==> src/nts_disp_pkg.sv <==
//----------------------------
// Shared widths, types, FSM states and register map for the
// receive dispatcher. Modules import it inside their body.
//----------------------------
`default_nettype none

package nts_disp_pkg;

  localparam int ADDR_WIDTH   = 8;  // Words per bank, log2
  localparam int NUM_COUNTERS = 6;

  typedef logic [63:0]           word_t;
  typedef logic [7:0]            valid_t;  // Bit 0 is the lowest input byte
  typedef logic [ADDR_WIDTH-1:0] addr_t;
  typedef logic [63:0]           counter_t;
  typedef logic [11:0]           api_addr_t;
  typedef logic [31:0]           api_data_t;

  // Finished frame, writer to reader
  typedef struct packed {
    addr_t  last_addr;
    valid_t last_valid;
  } frame_desc_t;

  typedef struct packed {
    word_t  data;   // Byte reversed, invalid bytes zeroed
    valid_t valid;  // Raw mask
    logic   sof;
  } rx_word_t;

  typedef struct packed {
    logic       sof;
    logic       good;
    logic       bad;
    logic       dispatched;
    logic       error;
    logic       byte_valid;
    logic [3:0] bytes;
  } stat_events_t;

  typedef enum logic [1:0] {RX_EMPTY, RX_HAS_DATA, RX_RECEIVED, RX_ERROR} rx_state_e;

  typedef enum logic [2:0] {
    TX_EMPTY, TX_AVAILABLE, TX_PRIME, TX_OUT, TX_LAST, TX_DONE
  } tx_state_e;

  //----------------------------
  // Register map
  localparam api_addr_t ADDR_NAME0                  = 12'h000;
  localparam api_addr_t ADDR_NAME1                  = 12'h001;
  localparam api_addr_t ADDR_VERSION                = 12'h002;
  localparam api_addr_t ADDR_STATES_INSPECT         = 12'h005;
  localparam api_addr_t ADDR_BYTES_RX_MSB           = 12'h00a;
  localparam api_addr_t ADDR_BYTES_RX_LSB           = 12'h00b;
  localparam api_addr_t ADDR_COUNTER_FRAMES_MSB     = 12'h020;
  localparam api_addr_t ADDR_COUNTER_FRAMES_LSB     = 12'h021;
  localparam api_addr_t ADDR_COUNTER_GOOD_MSB       = 12'h022;
  localparam api_addr_t ADDR_COUNTER_GOOD_LSB       = 12'h023;
  localparam api_addr_t ADDR_COUNTER_BAD_MSB        = 12'h024;
  localparam api_addr_t ADDR_COUNTER_BAD_LSB        = 12'h025;
  localparam api_addr_t ADDR_COUNTER_DISPATCHED_MSB = 12'h026;
  localparam api_addr_t ADDR_COUNTER_DISPATCHED_LSB = 12'h027;
  localparam api_addr_t ADDR_COUNTER_ERROR_MSB      = 12'h028;
  localparam api_addr_t ADDR_COUNTER_ERROR_LSB      = 12'h029;
  localparam api_addr_t ADDR_LAST                   = 12'hfff;

  // Counter slots, in the order of the address tables below
  localparam int CNT_FRAMES     = 0;
  localparam int CNT_GOOD       = 1;
  localparam int CNT_BAD        = 2;
  localparam int CNT_DISPATCHED = 3;
  localparam int CNT_BYTES      = 4;
  localparam int CNT_ERROR      = 5;

  localparam api_addr_t CNT_MSB_ADDR [NUM_COUNTERS] = '{
    ADDR_COUNTER_FRAMES_MSB, ADDR_COUNTER_GOOD_MSB, ADDR_COUNTER_BAD_MSB,
    ADDR_COUNTER_DISPATCHED_MSB, ADDR_BYTES_RX_MSB, ADDR_COUNTER_ERROR_MSB
  };
  localparam api_addr_t CNT_LSB_ADDR [NUM_COUNTERS] = '{
    ADDR_COUNTER_FRAMES_LSB, ADDR_COUNTER_GOOD_LSB, ADDR_COUNTER_BAD_LSB,
    ADDR_COUNTER_DISPATCHED_LSB, ADDR_BYTES_RX_LSB, ADDR_COUNTER_ERROR_LSB
  };

  localparam logic [63:0] CORE_NAME    = 64'h4e_54_53_2d_44_49_53_50;  // NTS-DISP
  localparam api_data_t   CORE_VERSION = 32'h30_2e_30_32;              // 0.02
  localparam api_data_t   LAST_MAGIC   = 32'hf005_ba11;

endpackage

`default_nettype wire

==> src/stats_regs.sv <==
//----------------------------
// Statistics counters and the read-only register decoder.
// Reading a counter MSB latches its LSB for the next read.
//----------------------------
`timescale 1ns/10ps
`default_nettype none

module stats_regs (
  input  wire                             i_clk,
  input  wire                             i_areset,
  input  wire nts_disp_pkg::stat_events_t i_events,
  input  wire                             i_bank,
  input  wire nts_disp_pkg::rx_state_e    i_rx_state,
  input  wire nts_disp_pkg::tx_state_e    i_tx_state,
  input  wire                             i_api_cs,
  input  wire                             i_api_we,
  input  wire nts_disp_pkg::api_addr_t    i_api_address,
  output nts_disp_pkg::api_data_t         o_api_read_data
);
  import nts_disp_pkg::*;

  counter_t                count_q [NUM_COUNTERS];
  api_data_t               lsb_q   [NUM_COUNTERS];
  counter_t                inc     [NUM_COUNTERS];
  logic [NUM_COUNTERS-1:0] snap;
  api_data_t               read_data;

  always_comb
  begin
    inc[CNT_FRAMES]     = counter_t'(i_events.sof);
    inc[CNT_GOOD]       = counter_t'(i_events.good);
    inc[CNT_BAD]        = counter_t'(i_events.bad);
    inc[CNT_DISPATCHED] = counter_t'(i_events.dispatched);
    inc[CNT_BYTES]      = i_events.byte_valid ? counter_t'(i_events.bytes) : '0;
    inc[CNT_ERROR]      = counter_t'(i_events.error);  // Cycles spent in error
  end

  always_ff @(posedge i_clk or posedge i_areset)
  begin
    if (i_areset)
    begin
      for (int i = 0; i < NUM_COUNTERS; i++)
      begin
        count_q[i] <= '0;
        lsb_q[i]   <= '0;
      end
    end
    else
    begin
      for (int i = 0; i < NUM_COUNTERS; i++)
      begin
        count_q[i] <= count_q[i] + inc[i];
        if (snap[i])
          lsb_q[i] <= count_q[i][31:0];
      end
    end
  end

  //----------------------------
  // Read decoder
  always_comb
  begin
    read_data = '0;
    snap      = '0;
    if (i_api_cs && !i_api_we)
    begin
      case (i_api_address)
        ADDR_NAME0:          read_data = CORE_NAME[63:32];
        ADDR_NAME1:          read_data = CORE_NAME[31:0];
        ADDR_VERSION:        read_data = CORE_VERSION;
        ADDR_STATES_INSPECT:
          read_data = {15'h0, i_bank, 4'h0, 4'(i_rx_state), 4'h0, 4'(i_tx_state)};
        ADDR_LAST:           read_data = LAST_MAGIC;
        default:             read_data = '0;
      endcase
      for (int i = 0; i < NUM_COUNTERS; i++)
      begin
        if (i_api_address == CNT_MSB_ADDR[i])
        begin
          read_data = count_q[i][63:32];
          snap[i]   = 1'b1;
        end
        if (i_api_address == CNT_LSB_ADDR[i])
          read_data = lsb_q[i];
      end
    end
  end

  assign o_api_read_data = read_data;

endmodule

`default_nettype wire

==> config.mk <==
export PLATFORM = sky130hd
export DESIGN_NAME = stats_regs
export DESIGN_NICKNAME = d
export VERILOG_FILES = /design/src/nts_disp_pkg.sv /design/src/stats_regs.sv
export SDC_FILE = /design/constraint.sdc
export NUM_CORES = 1
export LEC_CHECK = 0
export BUFFER_PORTS_ARGS = -buffer_cell sky130_fd_sc_hd__buf_4
export CAP_MARGIN = 25
export CORE_ASPECT_RATIO = 1.1
export CORE_MARGIN = 8
export CORE_UTILIZATION = 45
export DETAILED_ROUTE_END_ITERATION = 10
export SETUP_SLACK_MARGIN = 0.15
export SYNTH_ARGS = -nofsm -noshare
export SYNTH_HDL_FRONTEND = slang
export SYNTH_SLANG_ARGS = --single-unit
==> constraint.sdc <==
create_clock -name i_clk -period 27.6 [get_ports i_clk]
set_clock_uncertainty 0.15 [all_clocks]
set_input_delay 8.28 -clock i_clk [delete_from_list [all_inputs] [get_ports i_clk]]
set_output_delay 8.28 -clock i_clk [all_outputs]
set_load 0.005 [all_outputs]
# Yosys cells after proc, flatten, opt, wreduce, memory -nomap -nowiden
# Index checks and enable logic that the tools add are counted.
dict set report totals {
  reg_bits 576
  input_bits 32
  output_inout_bits 32
}
dict set report classes {
  add_sub_neg 6
  eq_ne 16
  muxes 22
  reduce_logical 3
}
# cell count
set op_table {}
lappend op_table {{two-way mux 32 bit} 13}
lappend op_table {{adder 64 x 1 -> 64 bit} 5}
lappend op_table {{one-hot mux 32 bit (5 select lines)} 1}
lappend op_table {{== test 12 x 6 -> 1 bit, second input constant} 10}
lappend op_table {{adder 64 x 4 -> 64 bit} 1}
lappend op_table {{== test 12 x 4 -> 1 bit, second input constant} 2}
lappend op_table {{== test 12 x 1 -> 1 bit, second input constant} 1}
lappend op_table {{== test 12 bit, second input constant} 1}
lappend op_table {{== test 12 x 2 -> 1 bit, second input constant} 1}
lappend op_table {{== test 12 x 3 -> 1 bit, second input constant} 1}
lappend op_table {{logical NOT 12 bit} 1}
lappend op_table {{two-way mux 1 bit} 6}
lappend op_table {{two-way mux 6 bit} 1}
lappend op_table {{two-way mux 4 bit} 1}
lappend op_table {{logical AND 1 bit} 1}
lappend op_table {{logical NOT 1 bit} 1}

# Depth between registers and ports, before layout
# Gate-level depths: netlist of the first run.
dict set report logic_depth {
  word_depth 15
  ltp_mapped 11
}

# Worst setup path before layout of the first run
# OpenSTA, ideal clock, no wires.
dict set report synth_path {
  path_type {input -> output}
  startpoint {input port i_api_address[6]}
  endpoint {output port o_api_read_data[25]}
  arrival_time_ps 10194
  t_required_ps 19170
  slack_ps 8976
  cell_stages 9
  path_buffers 2
  cell_sequence {buf_2 > or4_4 > buf_6 > or4_4 > a21boi_1 > o21ai_2 > a21oi_1 > nor4_1 > or2_1}
}
dict set report synth_between {
  elab_chain_len 15
  elab_cells_between_ends 31
}
# element line
set synth_rtl {}
lappend synth_rtl {{from (decl)} stats_regs.sv:17} ;# input wire nts_disp_pkg::api_addr_t i_api_address,
lappend synth_rtl {{== test 12 bit (tied with other cells)} stats_regs.sv:67} ;# case (i_api_address)
lappend synth_rtl {{one-hot mux 32 bit (5 select lines)} stats_regs.sv:67}
lappend synth_rtl {{two-way mux 32 bit} stats_regs.sv:78} ;# if (i_api_address == CNT_MSB_ADDR[i])
lappend synth_rtl {{two-way mux 32 bit} stats_regs.sv:83} ;# if (i_api_address == CNT_LSB_ADDR[i])
lappend synth_rtl {{two-way mux 32 bit} stats_regs.sv:78}
lappend synth_rtl {{two-way mux 32 bit} stats_regs.sv:83}
lappend synth_rtl {{two-way mux 32 bit} stats_regs.sv:78}
lappend synth_rtl {{two-way mux 32 bit} stats_regs.sv:83}
lappend synth_rtl {{two-way mux 32 bit} stats_regs.sv:78}
lappend synth_rtl {{two-way mux 32 bit} stats_regs.sv:83}
lappend synth_rtl {{two-way mux 32 bit} stats_regs.sv:78}
lappend synth_rtl {{two-way mux 32 bit} stats_regs.sv:83}
lappend synth_rtl {{two-way mux 32 bit} stats_regs.sv:78}
lappend synth_rtl {{two-way mux 32 bit *} stats_regs.sv:83}
lappend synth_rtl {{two-way mux 32 bit *} stats_regs.sv:65} ;# if (i_api_cs && !i_api_we)
lappend synth_rtl {{to (decl)} stats_regs.sv:18} ;# output nts_disp_pkg::api_data_t o_api_read_data
# Mark *: on every way between the ends. The rest lies on a longest branch, timed or not.

# Worst setup path after layout of the first run
dict set report layout_path {
  startpoint {input port i_api_address[5]}
  endpoint {output port o_api_read_data[8]}
}
# The elaborated chain is that of the path after synthesis.

==> results of run 1 <==
cells in the mapped netlist (9+ instances only):
| cell | n | share of area |
|---|---|---|
| xor2_1 | 116 | 0.036 |
| o221ai_1 | 18 | 0.0056 |
| mux2_2 | 185 | 0.074 |
| and4_1 | 34 | 0.011 |
| nand2b_1 | 18 | 0.0040 |
| nor4_1 | 19 | 0.0042 |
| a21oi_1 | 80 | 0.014 |
| a22oi_1 | 34 | 0.0091 |
| or3_1 | 10 | 0.0022 |
| nand4_1 | 74 | 0.017 |
| nor4_4 | 9 | 0.0068 |
| o22ai_1 | 25 | 0.0056 |
| o21ai_0 | 81 | 0.014 |
| and3_1 | 66 | 0.015 |
| ha_1 | 14 | 0.0063 |
| a221o_1 | 9 | 0.0032 |
| nand3_1 | 160 | 0.029 |
| inv_1 | 37 | 0.0050 |
| dfrtp_1 | 576 | 0.52 |
| nor2_1 | 184 | 0.025 |
| xnor2_1 | 255 | 0.080 |
| a222oi_1 | 15 | 0.0054 |
| buf_2 | 32 | 0.0057 |
| a221oi_1 | 17 | 0.0053 |
| clkbuf_1 | 45 | 0.0060 |
| nor3_1 | 48 | 0.0086 |
| nand2_1 | 247 | 0.033 |
| and2_1 | 20 | 0.0045 |
registers in the layout, summed over array words and instances, names as in the netlist:
| name | cells |
|---|---|
| lsb_q | 192 |
| count_q | 384 |
report_power, final:
part	internal (mW)	leakage, nW	switching (mW)
Sequential	0.876	7.86	0.0358
Clock	0.488	1.01	0.341
Combinational	0.0383	5.42	0.0657
Total	1.40	14.3	0.443
area by class of cell:
type,instances,share of cell area
multi-input cells,1884,0.413
well taps,833,0.0331
repair buffers,104,0.0265
inverters,38,0.00477
clock buffers,87,0.0571
diodes,1,0.0000795
flip-flops and latches,576,0.458
clock inverters,24,0.00760
cell families after synthesis:
logic type,Yosys count,share of synthesized area
muxes,185,0.0744
DFF,576,0.515
xor gates and xnor gates,371,0.116
and+or+nand+nor,953,0.178
AOI/OAI and AO/OA,360,0.0871
buffers and inverters,133,0.0219
adders and majority gates,15,0.00697
worst max-delay path by stage:
stage / end / slack (ns) / depth (start not counted)
6_report: o_api_read_data[8] / 7.15 / 9
4_1_cts: o_api_read_data[8] / 7.34 / 9
3_5_place_dp: o_api_read_data[8] / 7.36 / 9
5_1_grt: o_api_read_data[8] / 7.13 / 9
2_1_floorplan: count_q[0] / 3.06 / 1
3_3_place_gp: o_api_read_data[27] / 7.37 / 11
layer usage:
metal,vias to the layer above,part of all wire,track usage
li1,9427,-,-
met1,10900,0.44,0.391
met2,706,0.45,0.430
met3,172,0.059,0.0429
met4,4,0.048,0.117
met5,-,0.00027,0
==> flow_summary.toml, run 1 <==
[placed_design]
globalplace.congestion = 1.01
portBuffers = 63
placedCellCount = 3431
place_area_um2 = 29300
dp_hpwl_um = 76000
dp_slack_ns = 7.36

[setup_path]
max_stage_delay_ns = 0.89
cp_top_family = "simple AND/OR/NAND/NOR gates"
crit_start = "i_api_address[5]"
worstSetupPathType = "input port to primary output"
worst-path-max-fanout = 43
start_kind = "input port"
rr_endpoint = "count_q[319]"
r2r_cells = 7
cp.required_ns = 19.17
crit_chain = "buf_4 -> nor3b_2 -> nand2_1 -> nor2_1 -> a2111oi_0 -> a211oi_1 -> o221ai_1 -> a21oi_1 -> buf_4"
cpMostUsedCell = "buf_4"
r2r_setup_slack_ns = 24.73
r2r_start = "count_q[262]"
cp-end-kind = "primary output"
cp_slowest_cell = "nor2_1"
worst-path-buf-inv = 2
critical_path_arrival_ns = 12.02

[grt]
grt_pass1_vias = 21200
grt_start_max_net_pins = 176
overflow = 0
grt_util_all_layers = 0.280
antenna_found_initial = 4
grt_pass1_wl_um = 146000

[cts]
cts-root-buf = "clkbuf_16"
cts_buffers = 61
path_clk_slew_ns = 0.06
h-tree-depth = 2
clk_latency_ns = 0.62
clockBufferDepth = 3
postCtsHoldBufs = 0
clock-sinks = 576
cts_resized = 0
postCtsSetupRepairBufs = 0
cts_tree = "built"

[timing]
fin_crit_sh = 0.741
maxSlewViolCount = 0
rsz0062_at_grt = "false"
tightest_slew_ns = 1.29
worst_slack_ns = 7.15
hold_viol_final = 0
setup_viol = 0
setup_tns_ns = 0
slew_headroom = 0.120
holdWs_ns = 0.330
post-route-min-period_ns = 20.45
clock.fmax_ghz = 0.0489

[die]
num_rows = 96
die_area_um2 = 70400
io_pins = 64
coreArea_um2 = 62000
initial_core_util = 0.452
die_x_um = 254
die_h_um = 278

[routing]
antenna_left = 0
vias = 21300
drt-total-wl_um = 98900
drt_iter0_drc = 2069
drc = 0
wire_per_inst_um = 27.9
vias_per_cell = 5.99
drtPass1Iterations = 6

[finish]
drive_gt1_frac = 0.163
multi_input_area_um2 = 13000
stdcell_area_um2 = 31500
fin_nets = 2712
fillerInstances = 5708
seq_area_um2 = 14400
layout_common_cells = "576 x dfrtp_1, 255 x xnor2_1, 247 x nand2_1"
areaGrowthSynthToFinish_pct = 12.4
finalNonFillerCells = 3547
fin_util = 0.508
final_common_cell = "dfrtp_1"

[power]
power_mw = 1.85
p_leak_nw = 14.3
ir_drop_mv = 0.0456
power_density_nw_per_um2 = 58.7

[flow_run]
drv_cap = 0

[synth]
synthFlopType = "dfrtp_1"
synth_edf_count = 0
ys_types = 86
netlist_area_um2 = 28000
ys_seq_area_frac = 0.515
ys_seq_elements = 576
synth_cells = 2593
ys_warn_count = 0
async_flop_share = 1.00
syn-num-nets = 2640
syn_area_per_cell_um2 = 10.8

[outcome]
status = "finished clean"

[hold_path]
holdPathStages = 1
hold_path.class = "flop to flop"
whs_endpoint = "count_q[166]"
min-delay-start = "count_q[166]"
No activity file was read; power rests on OpenSTA's default activity.
==> run 2, diff against run 1 <==
--- a/config.mk
+++ b/config.mk
@@ -5,6 +5,7 @@
 export SDC_FILE = /design/constraint.sdc
 export NUM_CORES = 1
 export LEC_CHECK = 0
+export ABC_AREA = 1
 export BUFFER_PORTS_ARGS = -buffer_cell sky130_fd_sc_hd__buf_4
 export CAP_MARGIN = 25
 export CORE_ASPECT_RATIO = 1.1
==> constraint.sdc (replaced) <==
create_clock -name i_clk -period 18.4 [get_ports i_clk]
set_clock_uncertainty 0.15 [all_clocks]
set_input_delay 5.52 -clock i_clk [delete_from_list [all_inputs] [get_ports i_clk]]
set_output_delay 5.52 -clock i_clk [all_outputs]
set_load 0.005 [all_outputs]
==> run 2 against run 1 <==
Compared with the run above:
- sequential share of layout area shrank 3.1 points
- first-iteration DRC count rose by 7.5%
- total power increased by 53%
- synthesized area up 8.3%
==> flow_summary.toml, run 2 <==
[power]
switching_power_uw = 705
p_clk_frac = 0.443
ir_drop_mv = 0.0824
power_mw = 2.83
p_int_mw = 2.13
p_leak_nw = 16.8
power_density_nw_per_um2 = 84.0
p_comb_frac = 0.065
swShare = 0.249
seq_power_share = 0.492

[placed_design]
place_area_um2 = 31700
dp_slack_ns = 3.84
portBuffers = 63
dp_hpwl_um = 74500
globalplace.congestion = 1.02

[synth]
syn-num-nets = 3615
ys_seq_area_frac = 0.476
ys_types = 55
synthTopCellsByArea = "dfrtp_1 48%, xor2_1 9.7%, nand2_1 9.2%"
synth_top_area_cell = "dfrtp_1"
synthFlopType = "dfrtp_1"
netlist_area_um2 = 30300
async_flop_share = 1.00
ys_warn_count = 0
synth_common_cells = "741 x nand2_1, 576 x dfrtp_1, 483 x inv_1"
ys_seq_elements = 576
synth_edf_count = 0
synth_most_common_cell = "nand2_1"
syn_area_per_cell_um2 = 8.49
synth_cells = 3568
synth_top_area_frac = 0.476

[timing]
post-route-min-period_ns = 14.68
tightest_slew_ns = 1.03
fin_crit_sh = 0.798
maxSlewViolCount = 0
holdWs_ns = 0.317
setup_tns_ns = 0
hold_viol_final = 0
setup_viol = 0
slew_headroom = 0.314
clock.fmax_ghz = 0.0681
worst_slack_ns = 3.72
rsz0062_at_grt = "false"

[setup_path]
cp_slowest_cell = "clkinv_1"
cp.required_ns = 12.73
worst-path-max-fanout = 25
worstSetupPathType = "input port to primary output"
cp-end-kind = "primary output"
max_stage_delay_ns = 0.67
critical_path_arrival_ns = 9.01
crit_chain = "buf_4 -> inv_1 -> nor2_1 -> nand2_2 -> nor2_4 -> nand3b_1 -> clkinv_1 -> a21oi_1 -> nand3_1 -> o21ai_0 -> nand4_1 -> o21ai_0 -> nand4_1 -> nand2_1 -> inv_1 -> buf_4"
start_kind = "input port"

[cts]
postCtsHoldBufs = 0
cts_resized = 0
clk_latency_ns = 0.64
h-tree-depth = 2
cts-root-buf = "clkbuf_16"
cts_buffers = 61
postCtsSetupRepairBufs = 0
path_clk_slew_ns = 0.06
clockBufferDepth = 3
cts_tree = "built"
clock-sinks = 576

[flow_run]
drv_cap = 0

[routing]
drt_iter0_drc = 2224
drc = 0
wire_per_inst_um = 21.2
drtPass1Iterations = 5
drt-total-wl_um = 96200
vias = 24500
vias_per_cell = 5.41
antenna_left = 0

[die]
die_x_um = 263
die_h_um = 288
die_area_um2 = 75900
io_pins = 64
num_rows = 99
initial_core_util = 0.455
coreArea_um2 = 66500

[hold_path]
hold_path.class = "flop to flop"

[finish]
fillerInstances = 6368
drive_gt1_frac = 0.103
largest_reg_flops = 384
fin_nets = 3683
diodes = 0
final_common_cell = "nand2_1"
largest_registers = "count_q x384, lsb_q x192"
stdcell_area_um2 = 33700
top_register = "count_q"
areaGrowthSynthToFinish_pct = 11.3
layout_common_cells = "741 x nand2_1, 576 x dfrtp_1, 482 x inv_1"

[grt]
grt_pass1_vias = 24800
grt_util_all_layers = 0.251
overflow = 0
grt_pass1_wl_um = 148000
antenna_found_initial = 0
grt_start_max_net_pins = 163

[outcome]
status = "finished clean"
run 2: cell count changes in the layout (fill, tap and decap cells not counted), sizes merged, moves of 131 or more:
cell / delta
nand2: +511
xor2: +220
nor3: +131
o21ai: +168
inv: +448
mux2: -131
xnor2: -222
run 2: layout make-up:
cell class	instances	area, um2	share of cell area
Sequential cell	576	14400	0.427
Multi-Input combinational cell	2425	13700	0.407
Inverter	489	1840	0.0545
Clock buffer	81	1710	0.0508
Tap cell	858	1070	0.0318
Timing Repair Buffer	83	672	0.0199
Clock inverter	22	283	0.00839
run 2: worst paths after layout:
path	endpoint	start	slack (ns)	cells after the start
worst max-delay path	o_api_read_data[18]	i_api_address[5]	3.72	16
max in group asynchronous	lsb_q[23]	i_areset	10.90	5
worst min register to register	count_q[277]	count_q[277]	0.32	1
worst max register to register	count_q[124]	count_q[64]	15.24	14
min in group asynchronous	count_q[83]	i_areset	4.88	3
worst min-delay path	count_q[277]	count_q[277]	0.32	1
run 2: cell families (layout without fill, tap and decap cells):
group,after synthesis,count (layout),share of synthesized area
mux,54,54,0.0201
compound gates,373,373,0.0636
simple gates,1614,1614,0.255
xor+xnor,369,369,0.107
flops,576,576,0.476
fa+ha+maj,15,15,0.00644
buf+inv,567,675,0.0723
run 2: worst max-delay path, delay by kind of cell:
family | cells | cell delay [ns]
AO/OA/AOI/OAI | 3 | 0.69
buffers and inverters | 5 | 1.02
AND/OR/NAND/NOR | 8 | 1.77
run 2: stage by stage:
step,instances,util
global route,4534,0.507
finish,4534,0.507
floorplan,3568,-
CTS,4533,0.507
global placement,4429,0.476
detailed placement,4430,0.477
run 2: power by group through the flow:
| stage | logic, mW | clock network [mW] | registers, mW |
|---|---|---|---|
| after CTS | 0.190 | 1.28 | 1.39 |
| final | 0.185 | 1.25 | 1.39 |
| after detailed placement | 0.188 | 0 | 1.42 |
| after floorplan | 0.143 | 0 | 1.40 |
| after global placement | 0.184 | 0 | 1.42 |
| after global routing | 0.216 | 1.33 | 1.40 |
run 2: per-layer routing:
layer | global-route usage | wire, um | up-vias
met4 | 0.130 | 5630 | 0
met3 | 0.0362 | 5420 | 234
met1 | 0.317 | 39700 | 11800
li1 | - | - | 11700
met2 | 0.420 | 45400 | 805
met5 | 0 | 0 | -
